`config.mk`:
```
export PLATFORM = sky130hd
export DESIGN_NAME = i2c_slv_rx
export DESIGN_NICKNAME = d
export VERILOG_FILES = /design/src/hdl/i2c_rx_pkg.sv /design/src/hdl/i2c_slv_rx.sv /design/src/hdl/i2c_slv_addr_match.sv /design/src/hdl/i2c_rx_shifter.sv /design/src/hdl/i2c_line_sync.sv
export SDC_FILE = /design/constraint.sdc
export NUM_CORES = 1
export LEC_CHECK = 0
export ABC_CLOCK_PERIOD_IN_PS = 2600
export BUFFER_PORTS_ARGS = -buffer_cell sky130_fd_sc_hd__buf_4
export CAP_MARGIN = 20
export CELL_PAD_IN_SITES_DETAIL_PLACEMENT = 1
export CELL_PAD_IN_SITES_GLOBAL_PLACEMENT = 2
export CORE_ASPECT_RATIO = 0.9
export CORE_MARGIN = 3
export CORE_UTILIZATION = 33
export DETAILED_ROUTE_END_ITERATION = 12
export PLACE_DENSITY = 0.79
export SLEW_MARGIN = 20
export SYNTH_ARGS = -nofsm -noshare
export SYNTH_HDL_FRONTEND = slang
export SYNTH_HIERARCHICAL = 1
export SYNTH_SLANG_ARGS = --single-unit
```
`constraint.sdc`:
```
create_clock -name i2c_clk -period 2.6 [get_ports i2c_clk]
set_input_delay 0 -clock i2c_clk [delete_from_list [all_inputs] [get_ports i2c_clk]]
set_output_delay 0 -clock i2c_clk [all_outputs]
set_load 0.005 [all_outputs]
```
`src/hdl/i2c_rx_pkg.sv`:
```
/*
 * I2C slave receive path shared definitions
 * bus event and configuration structs, slot phase encoding and the
 * received byte union seen both as an address and as data
 */
package i2c_rx_pkg;

    parameter int I2C_BYTE_W    = 8;
    parameter int I2C_SLOT_BITS = 9;
    parameter int I2C_SAR_W     = 10;

    // upper five bits of the first byte of a 10-bit address
    parameter logic [4:0] TENBIT_PREFIX = 5'b11110;

    typedef struct packed {
        logic scl;
        logic sda;
        logic scl_rise;
        logic scl_fall;
        logic start_det;
        logic stop_det;
    } line_evt_t;

    typedef struct packed {
        logic [I2C_SAR_W-1:0] sar;
        logic                 ten_bit;
        logic                 ack_gen_call;
        logic                 enable;
        logic                 data_nack;
    } slv_cfg_t;

    // driven by the slave state machine outside this path
    typedef enum logic [1:0] {
        PH_ADDR1 = 2'd0,
        PH_ADDR2 = 2'd1,
        PH_DATA  = 2'd2
    } rx_phase_t;

    typedef struct packed {
        logic [6:0] addr7;
        logic       rw;
    } addr_byte_t;

    typedef union packed {
        addr_byte_t            addr;
        logic [I2C_BYTE_W-1:0] data;
    } rx_byte_u;

endpackage
```
`src/hdl/i2c_slv_rx.sv`:
```
/*
 * I2C slave receive path
 * line synchronizer, receive shifter and address match joined into
 * the slave side byte receiver
 */
`timescale 1ns/1ps

module i2c_slv_rx
    import i2c_rx_pkg::*;
#(
    parameter int unsigned ADDR_STEAL_BITS = 0
) (
    input  logic      i2c_clk,
    input  logic      i2c_rst_n,
    input  logic      scl_in,
    input  logic      sda_in,
    input  logic      rx_en,
    input  rx_phase_t rx_phase,
    input  logic      b2b_rx,
    input  slv_cfg_t  cfg,
    output rx_byte_u  rx_byte,
    output logic      push_rx_fifo,
    output logic      shift_done,
    output logic      sda_out,
    output logic      addr_match,
    output logic      gen_call_rcvd,
    output logic      rx_ack_phase
);

    line_evt_t evt;
    logic      ack_val;

    i2c_line_sync u_line_sync (
        .i2c_clk   (i2c_clk),
        .i2c_rst_n (i2c_rst_n),
        .scl_in    (scl_in),
        .sda_in    (sda_in),
        .evt       (evt)
    );

    i2c_rx_shifter u_rx_shifter (
        .i2c_clk      (i2c_clk),
        .i2c_rst_n    (i2c_rst_n),
        .evt          (evt),
        .rx_en        (rx_en),
        .rx_phase     (rx_phase),
        .b2b_rx       (b2b_rx),
        .data_nack    (cfg.data_nack),
        .ack_val      (ack_val),
        .rx_byte      (rx_byte),
        .push_rx_fifo (push_rx_fifo),
        .shift_done   (shift_done),
        .rx_ack_phase (rx_ack_phase),
        .sda_out      (sda_out)
    );

    i2c_slv_addr_match #(
        .ADDR_STEAL_BITS (ADDR_STEAL_BITS)
    ) u_addr_match (
        .rx_byte       (rx_byte),
        .rx_phase      (rx_phase),
        .cfg           (cfg),
        .shift_done    (shift_done),
        .ack_val       (ack_val),
        .addr_match    (addr_match),
        .gen_call_rcvd (gen_call_rcvd)
    );

endmodule

```
`src/hdl/i2c_slv_addr_match.sv`:
```
/*
 * I2C slave address match
 * checks the received byte against the slave address, the 10-bit
 * prefix and the general call and picks the ACK value for the slot
 */
`timescale 1ns/1ps

module i2c_slv_addr_match
    import i2c_rx_pkg::*;
#(
    parameter int unsigned ADDR_STEAL_BITS = 0
) (
    input  rx_byte_u  rx_byte,
    input  rx_phase_t rx_phase,
    input  slv_cfg_t  cfg,
    input  logic      shift_done,
    output logic      ack_val,
    output logic      addr_match,
    output logic      gen_call_rcvd
);

    // stolen low address bits are left out of the 7-bit compare
    localparam logic [6:0] STEAL_MASK = 7'h7f << ADDR_STEAL_BITS;

    logic seven_hit;
    logic ten_hi_hit;
    logic ten_lo_hit;
    logic gcall_hit;
    logic addr_phase;
    logic data_ack_val;

    assign seven_hit  = ~cfg.ten_bit &
                        ((rx_byte.addr.addr7 & STEAL_MASK) == (cfg.sar[6:0] & STEAL_MASK));

    // the rw bit of the first 10-bit byte is not part of the compare
    assign ten_hi_hit = cfg.ten_bit &
                        (rx_byte.addr.addr7 == {TENBIT_PREFIX, cfg.sar[9:8]});

    assign ten_lo_hit = cfg.ten_bit & (rx_byte.data == cfg.sar[7:0]);

    assign gcall_hit  = cfg.ack_gen_call & (rx_byte.data == '0);

    assign addr_match = cfg.enable &
                        (((rx_phase == PH_ADDR1) & (seven_hit | ten_hi_hit | gcall_hit)) |
                         ((rx_phase == PH_ADDR2) & ten_lo_hit));

    assign addr_phase   = (rx_phase == PH_ADDR1) || (rx_phase == PH_ADDR2);
    assign data_ack_val = cfg.data_nack | ~cfg.enable;

    // 0 pulls SDA low for ACK
    assign ack_val = addr_phase ? ~addr_match : data_ack_val;

    assign gen_call_rcvd = cfg.enable & shift_done & (rx_phase == PH_ADDR1) & gcall_hit;

endmodule

```
`src/hdl/i2c_rx_shifter.sv`:
```
/*
 * I2C slave receive shifter
 * counts the nine bits of a slot, shifts in the byte MSB first,
 * drives the ACK bit and pulses done and FIFO push strobes
 */
`timescale 1ns/1ps

module i2c_rx_shifter
    import i2c_rx_pkg::*;
(
    input  logic      i2c_clk,
    input  logic      i2c_rst_n,
    input  line_evt_t evt,
    input  logic      rx_en,
    input  rx_phase_t rx_phase,
    input  logic      b2b_rx,
    input  logic      data_nack,
    input  logic      ack_val,
    output rx_byte_u  rx_byte,
    output logic      push_rx_fifo,
    output logic      shift_done,
    output logic      rx_ack_phase,
    output logic      sda_out
);

    typedef enum logic [1:0] {
        IDLE  = 2'd0,
        SHIFT = 2'd1,
        DONE  = 2'd2
    } rx_state_t;

    localparam logic [3:0] CNT_SLOT = 4'(I2C_SLOT_BITS);
    localparam logic [3:0] CNT_BYTE = 4'(I2C_BYTE_W);

    rx_state_t                 state;
    rx_state_t                 state_nxt;
    logic      [3:0]           cnt;
    logic      [3:0]           cnt_nxt;
    logic      [2:0]           bit_idx;
    logic      [I2C_BYTE_W-1:0] shift_q;
    logic                      ack_drive;
    logic                      ack_flag;
    logic                      ack_flag_dly;
    logic                      done_flag;
    logic                      done_flag_dly;

    always_comb begin
        case (state)
            IDLE:    state_nxt = rx_en ? SHIFT : IDLE;
            SHIFT: begin
                if (!rx_en)
                    state_nxt = IDLE;
                else if (cnt == 4'd0 && evt.scl_fall)
                    state_nxt = DONE;
                else
                    state_nxt = SHIFT;
            end
            DONE: begin
                if (!rx_en)
                    state_nxt = IDLE;
                else if (b2b_rx)
                    state_nxt = SHIFT;
                else
                    state_nxt = DONE;
            end
            default: state_nxt = IDLE;
        endcase
    end

    // a START leaves one SCL fall before the first data bit, hence nine
    always_comb begin
        if (evt.start_det || state == IDLE)
            cnt_nxt = CNT_SLOT;
        else if (state == DONE && state_nxt == SHIFT)
            cnt_nxt = CNT_BYTE;
        else if (state == SHIFT && evt.scl_fall && cnt != 4'd0)
            cnt_nxt = cnt - 4'd1;
        else
            cnt_nxt = cnt;
    end

    always_ff @(posedge i2c_clk or negedge i2c_rst_n) begin
        if (!i2c_rst_n) begin
            state <= IDLE;
            cnt   <= CNT_BYTE;
        end else begin
            state <= state_nxt;
            cnt   <= cnt_nxt;
        end
    end

    // counts 8 down to 1 address bits 7 down to 0
    assign bit_idx = cnt[2:0] - 3'd1;

    always_ff @(posedge i2c_clk) begin
        if (state == SHIFT && evt.scl_rise && cnt != 4'd0 && cnt <= CNT_BYTE)
            shift_q[bit_idx] <= evt.sda;
    end

    assign rx_byte.data = shift_q;

    assign ack_drive = (state_nxt == SHIFT) && (cnt_nxt == 4'd0);

    always_ff @(posedge i2c_clk or negedge i2c_rst_n) begin
        if (!i2c_rst_n) begin
            sda_out       <= 1'b1;
            ack_flag      <= 1'b0;
            ack_flag_dly  <= 1'b0;
            done_flag     <= 1'b0;
            done_flag_dly <= 1'b0;
        end else begin
            sda_out       <= ack_drive ? ack_val : 1'b1;
            ack_flag      <= ack_drive;
            ack_flag_dly  <= ack_flag;
            done_flag     <= (state_nxt == DONE);
            done_flag_dly <= done_flag;
        end
    end

    assign shift_done   = done_flag & ~done_flag_dly;
    assign push_rx_fifo = ack_flag & ~ack_flag_dly & rx_en & ~data_nack &
                          (rx_phase == PH_DATA);
    assign rx_ack_phase = rx_en & (cnt == 4'd0);

    a_cnt_range: assert property (@(posedge i2c_clk) disable iff (!i2c_rst_n)
        cnt <= CNT_SLOT);

    // a push only follows the last bit of a slot that was already a data slot
    a_push_in_data: assert property (@(posedge i2c_clk) disable iff (!i2c_rst_n)
        push_rx_fifo |-> ($past(rx_phase) == PH_DATA) && ($past(cnt) == 4'd1));

endmodule

```
`src/hdl/i2c_line_sync.sv`:
```
/*
 * I2C line synchronizer
 * brings SCL and SDA into the i2c_clk domain and flags SCL edges
 * and START/STOP conditions as one-cycle strobes
 */
`timescale 1ns/1ps

module i2c_line_sync
    import i2c_rx_pkg::*;
(
    input  logic      i2c_clk,
    input  logic      i2c_rst_n,
    input  logic      scl_in,
    input  logic      sda_in,
    output line_evt_t evt
);

    logic [1:0] scl_sync;
    logic [1:0] sda_sync;
    logic       scl_dly;
    logic       sda_dly;
    logic       scl_rise_q;
    logic       scl_fall_q;
    logic       start_q;
    logic       stop_q;

    // both lines idle high on an open-drain bus
    always_ff @(posedge i2c_clk or negedge i2c_rst_n) begin
        if (!i2c_rst_n) begin
            scl_sync <= 2'b11;
            sda_sync <= 2'b11;
            scl_dly  <= 1'b1;
            sda_dly  <= 1'b1;
        end else begin
            scl_sync <= {scl_sync[0], scl_in};
            sda_sync <= {sda_sync[0], sda_in};
            scl_dly  <= scl_sync[1];
            sda_dly  <= sda_sync[1];
        end
    end

    // strobes lag the synchronized levels by one cycle
    always_ff @(posedge i2c_clk or negedge i2c_rst_n) begin
        if (!i2c_rst_n) begin
            scl_rise_q <= 1'b0;
            scl_fall_q <= 1'b0;
            start_q    <= 1'b0;
            stop_q     <= 1'b0;
        end else begin
            scl_rise_q <= scl_sync[1] & ~scl_dly;
            scl_fall_q <= ~scl_sync[1] & scl_dly;
            start_q    <= scl_sync[1] & scl_dly & sda_dly & ~sda_sync[1];
            stop_q     <= scl_sync[1] & scl_dly & ~sda_dly & sda_sync[1];
        end
    end

    assign evt = '{scl:       scl_sync[1],
                   sda:       sda_sync[1],
                   scl_rise:  scl_rise_q,
                   scl_fall:  scl_fall_q,
                   start_det: start_q,
                   stop_det:  stop_q};

    // SCL keeps each level for more than one cycle so no two edge strobes touch
    a_scl_edges_exclusive: assert property (@(posedge i2c_clk) disable iff (!i2c_rst_n)
        (evt.scl_rise || evt.scl_fall) |=> !(evt.scl_rise || evt.scl_fall));

endmodule

```
==> results.txt, run 1 <==
run status = completed
Clock Skew = 0.009433 ns
Core ar. = 4156 µm²
total global routing overflow = 0
CTS Hold Bufs = 3
Final setup viols = 0
synthesized area = 1455 µm²
initial antenna violation count = 0
Crit path arrival time = 2.50 ns
global-route wire length before repair = 6030 µm
fin area = 1862 µm²
Fmax achieved = 0.4352 GHz
htree depth = 1
CP Cell Sequence = xnor2_1 > nand4_1 > or4_1 > nor4_2 > o311ai_1 > or4_1
crit-path max FO = 5
chip width = 76.00 µm
Die H = 69.00 µm
final core utilization = 0.4479
Area Growth Syn to Fin = 27.95%
clock latency on the worst-skew pair = 0.28 ns
Hold Slack = 0.05114 ns
Max transition margin = 0.7099
cell area power density = 474.3 nW/µm²
Starting Density = 0.3501
# IOs = 36
Final period util = 0.8837
min Tclk post-route = 2.298 ns
global placement routability congestion = 0.8248
row count = 22
RSZ-0062 raised after global routing = false
IO Port Bufs = 35
final hold vios = 0
worst path required time = 2.80 ns
ANT cells = 0
synthesized area per cell = 11.11 µm²
CP Class = flip-flop to flip-flop
Root Buffer = clkbuf_8
Crit. End Element = flip-flop
vias = 1107
slowest CP cell = or4_1
max-slew violation count = 0
drt pass-1 iters = 4
antenna-violating nets left = 0
Die Footprint = 5243 µm²
detailed-route wire length per cell = 15.66 µm
CTS tree = yes
cell mode on critical path = or4_1
DRC = 0
post-CTS sizing = 0
P_leak = 0.7528 nW
post-route setup TNS = 0 ns
DR vias/cell = 4.834
Routed WL = 3586 µm
clock transition at the registers of the reported paths = 0.10 ns
CTS Sinks = 28
Nets = 193
IR drop worst, VDD = 0.1880 mV
Num CTS Buffers = 3
Warnings, synthesis = 6
DR iter-0 viols = 47
actual slew at the worst max-slew pin = 0.4311 ns
worst-case clock buffer depth = 2
Setup crit start kind = flip-flop
largest net degree at the start of global routing = 21
Mapped Nets = 154
layout cell share with drive strength beyond 1 = 0.3077
GR Util All Layers = 0.1498
peak per-stage delay on the critical path = 0.54 ns
Hold Crit Class = input pin to flip-flop
Placed Area = 1755 µm²
synthesized instance count = 131
postcts setup bufs = 0
DP HPWL = 2847 µm
vias in the first global route = 1170
Max Cap Violations = 0
[registers in the layout, indices dropped and copies added, names as in the netlist, 2 cells and up]
signal	flops
u_rx_shifter/cnt	4
u_rx_shifter/state	2
u_line_sync/sda_sync	2
u_line_sync/scl_sync	2
u_rx_shifter/rx_byte	8
[worst paths after layout]
kind	from	endpoint	slack, ns	cells after the start
min in group asynchronous	i2c_rst_n	u_rx_shifter/cnt[2]$_DFF_PN0_	0.12	2
min reg2reg	u_line_sync/sda_sync[0]$_DFF_PN1_	u_line_sync/sda_sync[1]$_DFF_PN1_	0.36	0
max in group asynchronous	i2c_rst_n	u_line_sync/sda_sync[0]$_DFF_PN1_	2.21	2
max	u_rx_shifter/rx_byte[2]$_DFFE_PP_	u_rx_shifter/sda_out$_DFF_PN1_	0.30	6
max reg2reg	u_rx_shifter/rx_byte[2]$_DFFE_PP_	u_rx_shifter/sda_out$_DFF_PN1_	0.30	6
min	cfg[1]	u_rx_shifter/sda_out$_DFF_PN1_	0.05	3
[layer usage]
metal	vias to the layer above	GRT usage	part of all wire
li1	539	-	-
met3	4	0.03247	0.056
met4	0	0.04751	0.0086
met5	-	0	0
met2	36	0.2389	0.43
met1	528	0.2061	0.50
[power by group]
group          internal, mW  switching [mW]
logic                0.0523          0.0525
registers             0.467          0.0104
clock network         0.168           0.133
total                 0.687           0.196
[critical path: cells and delay by family (launching register included)]
family                    cells  cell delay, ns
xor gates and xnor gates      1            0.21
AOI/OAI and AO/OA             1            0.14
DFF                           1            0.50
and+or+nand+nor               4            1.38
[placed cells by master (no fill, tap or decap), types with 2 or more instances in the layout]
cell type / count
nor4_1: 4
nand4b_1: 2
dlygate4sd3_1: 4
inv_1: 3
dfstp_2: 8
edfxtp_1: 8
a21oi_1: 2
nand3_1: 4
and2_1: 2
nor2_1: 7
clkbuf_8: 3
nor3_1: 8
nor3b_1: 2
xor2_1: 15
xnor2_1: 7
or4_1: 2
a211oi_1: 3
a211o_1: 2
nor2b_1: 6
nand2_1: 11
dfrtp_1: 12
buf_4: 36
[layout make-up]
cell class / count / area [µm²]
timing repair buffer: 40 / 310.3
clock buffer: 4 / 66.31
fill: 459 / 2295
inverter: 3 / 11.26
sequential: 28 / 750.7
multi-input combinational: 94 / 648.1
tap: 60 / 75.07
[through the flow]
| stage | power, mW | worst slack [ns] | cells |
|---|---|---|---|
| finish | 0.8830 | 0.3023 | 229 |
| global route | 0.9329 | 0.2142 | 229 |
| CTS | 0.8879 | 0.3100 | 228 |
| detailed placement | 0.5858 | 0.3081 | 221 |
| global placement | 0.5840 | 0.3861 | 221 |
| floorplan | 0.5353 | 0.4774 | 131 |
Note: power is estimated with default switching activity, not from simulation.
==> run 2, diff against run 1 <==
Settings changed: ABC_AREA set to 1, CORE_UTILIZATION 33 to 31, CTS_BUF_LIST set to sky130_fd_sc_hd__clkbuf_4 sky130_fd_sc_hd__clkbuf_8, PLACE_DENSITY 0.79 to 0.83.
==> run 2 against run 1 <==
Clock skew is 0.0016 ns lower. Routed wire length grew 17%. Flip-flop and latch count unchanged. Area after synthesis grew 13%. Sequential power about the same. Final cell count rose by 45%. Hold slack better by 0.050 ns.
==> results.txt, run 2 <==
Post-Place Cells = 323 (+46%)
Clock Skew = 0.007869 ns (-0.001563 ns)
Clock power frac = 0.360 (+0.019)
worst r2r src = u_rx_shifter/cnt[0]$_DFF_PN0_
RR Endpoint = u_rx_shifter/rx_byte[3]$_DFFE_PP_
hold endpoint = u_rx_shifter/sda_out$_DFF_PN1_
Warnings, synthesis = 6 (unchanged)
# IOs = 36 (unchanged)
final hold vios = 0 (unchanged)
Mapped Nets = 250 (+62%)
Crit. End Element = flip-flop
Core ar. = 4985 µm² (+20%)
Largest register FFs = 8 (unchanged)
worst-case clock buffer depth = 2 (unchanged)
Starting Density = 0.3306 (-0.01952)
post-route setup TNS = 0 ns (unchanged)
hold path start = cfg[0]
clock latency on the worst-skew pair = 0.27 ns (about the same)
CP bufs+invs = 1 (+1)
Switch Pwr = 206.5 µW (+5.3%)
DRC = 0 (unchanged)
Setup crit start kind = flip-flop
Routed WL = 4185 µm (+17%)
CP delay by family, top = simple AND/OR/NAND/NOR gates
layout cell share with drive strength beyond 1 = 0.2594 (-0.04829)
Die H = 75.17 µm (+8.9%)
row count = 24 (+9.1%)
synthesized area per cell = 7.259 µm² (-35%)
combinational power share = 0.125 (+0.006)
Crit path arrival time = 1.72 ns (-0.78 ns)
P_leak = 1.064 nW (+41%)
Root Buffer = clkbuf_8
actual slew at the worst max-slew pin = 0.5309 ns (+0.09979 ns)
most common cell after layout, fill and taps aside = nand2_1
PnR Total Power = 931.0 µW (+5.4%)
Stages on worst setup path = 7 (+1)
initial antenna violation count = 0 (unchanged)
Area Growth Syn to Fin = 25.82%
DR vias/cell = 4.414 (-8.7%)
CP Cell Sequence = inv_1 > ha_1 > nand3_4 > nand4_1 > a21oi_1 > nand2_1 > nor2_1
Worst R2R Path Depth = 7 (+1)
IR drop worst, VDD = 0.2150 mV (+14%)
DP HPWL = 3524 µm (+24%)
largest net degree at the start of global routing = 21 (unchanged)
Fmax achieved = 0.5758 GHz (+32%)
vias = 1461 (+32%)
Final setup viols = 0 (unchanged)
slowest CP cell = dfrtp_1
RSZ-0062 raised after global routing = false
min Tclk post-route = 1.737 ns (-0.5610 ns)
most frequent cells in the layout = nand2_1 (76), buf_4 (35), nor2_1 (35), inv_1 (31), nand3_1 (13)
peak per-stage delay on the critical path = 0.38 ns (-0.16 ns)
IO Port Bufs = 35 (unchanged)
DR iter-0 viols = 86 (+83%)
synthesized instance count = 227 (+73%)
drt pass-1 iters = 4 (unchanged)
CTS Sinks = 28 (unchanged)
R2R Setup Slk = 0.86 ns (+0.56 ns)
non-filler instance count after layout = 331 (+45%)
global placement routability congestion = 0.7949 (-3.6%)
WHS Path Cells = 5 (+2)
max-slew violation count = 0 (unchanged)
clock transition at the registers of the reported paths = 0.09 ns (about the same)
Num CTS Buffers = 3 (unchanged)
total global routing overflow = 0 (unchanged)
CTS tree = yes
vias in the first global route = 1530 (+31%)
cell area power density = 449.1 nW/µm² (-5.3%)
global-route wire length before repair = 7334 µm (+22%)
chip width = 82.85 µm (+9.0%)
detailed-route wire length per cell = 12.64 µm (-19%)
Final period util = 0.6680 (-0.2158)
Hold Crit Class = input pin to flip-flop
Die Footprint = 6227 µm² (+19%)
Max transition margin = 0.6414 (-0.06851)
ANT cells = 0 (unchanged)
run status = completed
CP Class = flip-flop to flip-flop
synthesized area = 1648 µm² (+13%)
worst path required time = 2.59 ns (-0.21 ns)
Pint = 724.5 µW (+5.5%)
crit-path max FO = 5 (unchanged)
htree depth = 1 (unchanged)
Nets = 290 (+50%)
antenna-violating nets left = 0 (unchanged)
sw frac = 0.2218 (-0.0002448)
GR Util All Layers = 0.1467 (-0.003074)
post-CTS sizing = 0 (unchanged)
Sequential Power Share = 0.515 (-0.026)
Max Cap Violations = 0 (unchanged)
[run 2: power groups by stage]
| stage | sequential, mW | clock (mW) | combinational [mW] |
|---|---|---|---|
| after global routing | 0.482 | 0.371 | 0.134 |
| after global placement | 0.488 | 0 | 0.112 |
| final | 0.479 | 0.335 | 0.117 |
| after CTS | 0.480 | 0.351 | 0.119 |
| after detailed placement | 0.488 | 0 | 0.114 |
| after floorplan | 0.483 | 0 | 0.0661 |
[run 2: per-stage QoR]
step / hold WS, ns / cell area, µm² / utilization / worst slack, ns
after global placement: -0.1139 / 1962 / 0.3936 / 0.9387
after floorplan: -0.2956 / 1648 / - / 1.055
final: 0.1010 / 2073 / 0.4159 / 0.8633
after detailed placement: -0.1102 / 1962 / 0.3936 / 0.8671
after global routing: 0.1211 / 2073 / 0.4159 / 0.6527
after CTS: 0.09579 / 2073 / 0.4159 / 0.8408
[run 2: routing by layer]
metal | vias to the layer above | global-route usage | routed length, µm
met1 | 665 | 0.2093 | 2230
met4 | 0 | 0.01633 | 0
met5 | - | 0 | 0
li1 | 772 | - | -
met2 | 24 | 0.2367 | 1806
met3 | 0 | 0.03392 | 148
[run 2: final cells by class]
cell class | instances | area, µm²
fill | 640 | 2912
sequential | 28 | 750.7
multi-input combinational | 155 | 716.9
timing repair buffer | 39 | 302.8
inverter | 40 | 150.1
tap | 65 | 81.33
clock buffer | 3 | 41.29
clock inverter | 1 | 30.03
[run 2: worst min-delay path, stage by stage]
cell and delay, ns:
buf_4 0.08, a21oi_1 0.06, nand2_1 0.06, inv_1 0.04
nand4_1 0.10
[run 2: repair_timing]
action | 4_1_cts | 5_1_grt
endpoints found under the hold margin | 24 | 0
setup buffers | 0 | 0
hold buffers | 4 | 0
[run 2: worst max-delay path by stage]
stage | start | end | slack (ns)
floorplan | u_rx_shifter/cnt[0]$_DFF_PN0_ | u_rx_shifter/rx_byte[4]$_DFFE_PP_ | 1.05
global placement | u_rx_shifter/cnt[0]$_DFF_PN0_ | u_rx_shifter/rx_byte[7]$_DFFE_PP_ | 0.94
detailed placement | u_rx_shifter/cnt[0]$_DFF_PN0_ | u_rx_shifter/rx_byte[7]$_DFFE_PP_ | 0.87
CTS | u_rx_shifter/cnt[0]$_DFF_PN0_ | u_rx_shifter/rx_byte[3]$_DFFE_PP_ | 0.84
global route | u_rx_shifter/rx_byte[5]$_DFFE_PP_ | addr_match | 0.65
finish | u_rx_shifter/cnt[0]$_DFF_PN0_ | u_rx_shifter/rx_byte[3]$_DFFE_PP_ | 0.86
==> run 3, diff against run 2 <==
Settings changed: ABC_AREA 1 to 0, ABC_CLOCK_PERIOD_IN_PS 2600 to 1570, PLACE_DENSITY 0.83 to 0.78.
Clock period 2.6 ns to 1.57 ns, I/O delays scaled along.
==> run 3 against run 2 <==
The flow now finishes with violations (negative setup slack). Die area fell by 11%. Final cell count fell by 20%. Global-route usage rose by 2.0 points. Maximum frequency fell by 17%. Clock power rose by 71%. Non-clock buffer count rose by 37. Cell area rose by 15%. Hold slack got worse by 0.099 ns. Clock skew rose by 0.0015 ns. Critical path depth fell by 1. Largest power group unchanged.
==> results.txt, run 3 (same netlist as run 1, synthesis figures left out) <==
drt pass-1 iters = 4 (unchanged)
CP bufs+invs = 0 (-1)
Core ar. = 4294 µm² (-14%)
Area Growth Syn to Fin = 64.49%
most common cell after layout, fill and taps aside = buf_4
CTS Hold Bufs = 3 (-1)
Worst R2R Path Depth = 6 (-1)
final setup margin = -0.5153 ns (-1.379 ns)
CP Cell Sequence = xnor2_1 > nand4_1 > or4_4 > nor4_4 > o311ai_1 > or4_1
IO Port Bufs = 35 (unchanged)
final core utilization = 0.5574 (+0.1415)
slowest CP cell = or4_4
htree depth = 1 (unchanged)
initial antenna violation count = 0 (unchanged)
actual slew at the worst max-slew pin = 0.4320 ns (-0.09895 ns)
Max transition margin = 0.7107 (+0.06925)
ANT cells = 0 (unchanged)
Crit path arrival time = 2.29 ns (+0.57 ns)
vias in the first global route = 1402 (-8.4%)
DP HPWL = 3215 µm (-8.8%)
worst r2r src = u_rx_shifter/rx_byte[3]$_DFFE_PP_
Nets = 229 (-21%)
Hold Slack = 0.002407 ns (-0.09855 ns)
DR iter-0 viols = 33 (-62%)
clock transition at the registers of the reported paths = 0.10 ns (about the same)
most frequent cells in the layout = buf_4 (64), xor2_1 (14), dfrtp_1 (12), nand2_1 (11)
chip width = 78.22 µm (-5.6%)
Root Buffer = clkbuf_8
CTS Sinks = 28 (unchanged)
row count = 22 (-8.3%)
RSZ-0062 raised after global routing = true
CTS tree = yes
Max Cap Violations = 0 (unchanged)
IR drop worst, VDD = 0.3768 mV (+75%)
min Tclk post-route = 2.085 ns (+0.3486 ns)
cell area power density = 687.9 nW/µm² (+53%)
Post-Place Cells = 249 (-23%)
layout cell share with drive strength beyond 1 = 0.5854 (+0.3260)
CP Class = flip-flop to flip-flop
Clock Skew = 0.009389 ns (+0.001520 ns)
Setup crit start kind = flip-flop
Fmax achieved = 0.4796 GHz (-17%)
worst path required time = 1.78 ns (-0.81 ns)
vias = 1296 (-11%)
Placed Area = 1999 µm² (+1.9%)
global-route wire length before repair = 7141 µm (-2.6%)
crit-path max FO = 2 (-3)
global placement routability congestion = 0.8249 (+3.8%)
# IOs = 36 (unchanged)
Starting Density = 0.3389 (+0.008297)
largest net degree at the start of global routing = 21 (unchanged)
peak per-stage delay on the critical path = 0.55 ns (+0.17 ns)
Routed WL = 4451 µm (+6.4%)
DR vias/cell = 4.891 (+11%)
fin area = 2394 µm² (+15%)
Final setup viols = 13 (+13)
worst-case clock buffer depth = 2 (unchanged)
Num CTS Buffers = 3 (unchanged)
run status = finished, violations left
total global routing overflow = 0 (unchanged)
Die Footprint = 5553 µm² (-11%)
R2R Setup Slk = -0.52 ns (-1.38 ns)
GR Util All Layers = 0.1663 (+0.01959)
Stages on worst setup path = 6 (-1)
failing checks = negative setup slack
Final period util = 1.328 (+0.6602)
Crit. Startpoint = u_rx_shifter/rx_byte[3]$_DFFE_PP_
worst setup path end = u_rx_shifter/sda_out$_DFF_PN1_
antenna-violating nets left = 0 (unchanged)
pre-CTS setup slack = -0.6526 ns (-1.520 ns)
final hold vios = 0 (unchanged)
Largest register FFs = 8 (unchanged)
P_leak = 0.9818 nW (-7.7%)
Crit. End Element = flip-flop
detailed-route wire length per cell = 16.80 µm (+33%)
non-filler instance count after layout = 265 (-20%)
CP delay by family, top = simple AND/OR/NAND/NOR gates
Die H = 71.00 µm (-5.5%)
max-slew violation count = 0 (unchanged)
Hold Crit Class = input pin to flip-flop
clock latency on the worst-skew pair = 0.28 ns (about the same)
DRC = 0 (unchanged)
RR Endpoint = u_rx_shifter/sda_out$_DFF_PN1_
run 3: changes by cell type in the layout (fill, tap and decap cells not counted), moves of 7 or more:
cell / change
buf_4: +29
xor2_1: +14
buf_6: +8
nand2_1: -65
inv_2: -7
nand3_1: -11
nor2_1: -33
inv_1: -30
run 3: how the worst min path moves through the flow:
stage / to / slack (ns) / cells after the start / start
floorplan: u_line_sync/scl_fall_q$_DFF_PN0_ / -0.30 / 0 / i2c_rst_n
global placement: u_rx_shifter/state[1]$_DFF_PN0_ / -0.11 / 1 / i2c_rst_n
detailed placement: u_rx_shifter/state[1]$_DFF_PN0_ / -0.10 / 1 / i2c_rst_n
CTS: u_rx_shifter/state[0]$_DFF_PN0_ / -0.0002 / 2 / rx_en
global route: u_rx_shifter/state[0]$_DFF_PN0_ / -0.002 / 2 / rx_en
finish: u_rx_shifter/state[0]$_DFF_PN0_ / 0.002 / 2 / rx_en
run 3: cell type report:
cell class / count / area (µm²)
Clock buffer: 3 / 41.29
Tap cell: 60 / 75.07
Timing Repair Buffer: 76 / 620.6
Multi-Input combinational cell: 94 / 864.6
Inverter: 3 / 11.26
Sequential cell: 28 / 750.7
Fill cell: 475 / 1901
Clock inverter: 1 / 30.03
run 3: worst register-to-register path: stages (launching register included):
cell,delay [ns]
edfxtp_1,0.42
xnor2_1,0.20
nand4_1,0.13
or4_4,0.55
nor4_4,0.18
o311ai_1,0.13
or4_1,0.41
run 3: routing by layer:
metal	track usage	part of all wire
met1	0.1881	0.41
met2	0.3013	0.51
met3	0.03435	0.055
met4	0.07379	0.019
met5	0	0
run 3: what timing repair did:
item                                    CTS  global route
cloned                                    0             0
endpoints found under the hold margin    23             1
gates resized for setup                  33            12
buffers inserted                         11             4
pin swaps                                23            11
endpoints found under the setup margin   14            17
run 3: report_power, final:
group	internal (mW)	switching, mW	leakage (nW)	total, mW
clock	0.342	0.233	0.0357	0.574
combinational	0.149	0.136	0.632	0.285
sequential	0.773	0.0139	0.314	0.787
run 3: per-stage QoR:
stage / setup TNS [ns] / power [mW]
2_1_floorplan: -0.6064 / 0.8939
3_3_place_gp: -1.734 / 1.005
3_5_place_dp: -2.334 / 1.015
4_1_cts: -2.575 / 1.630
5_1_grt: -3.398 / 1.712
6_report: -2.119 / 1.647
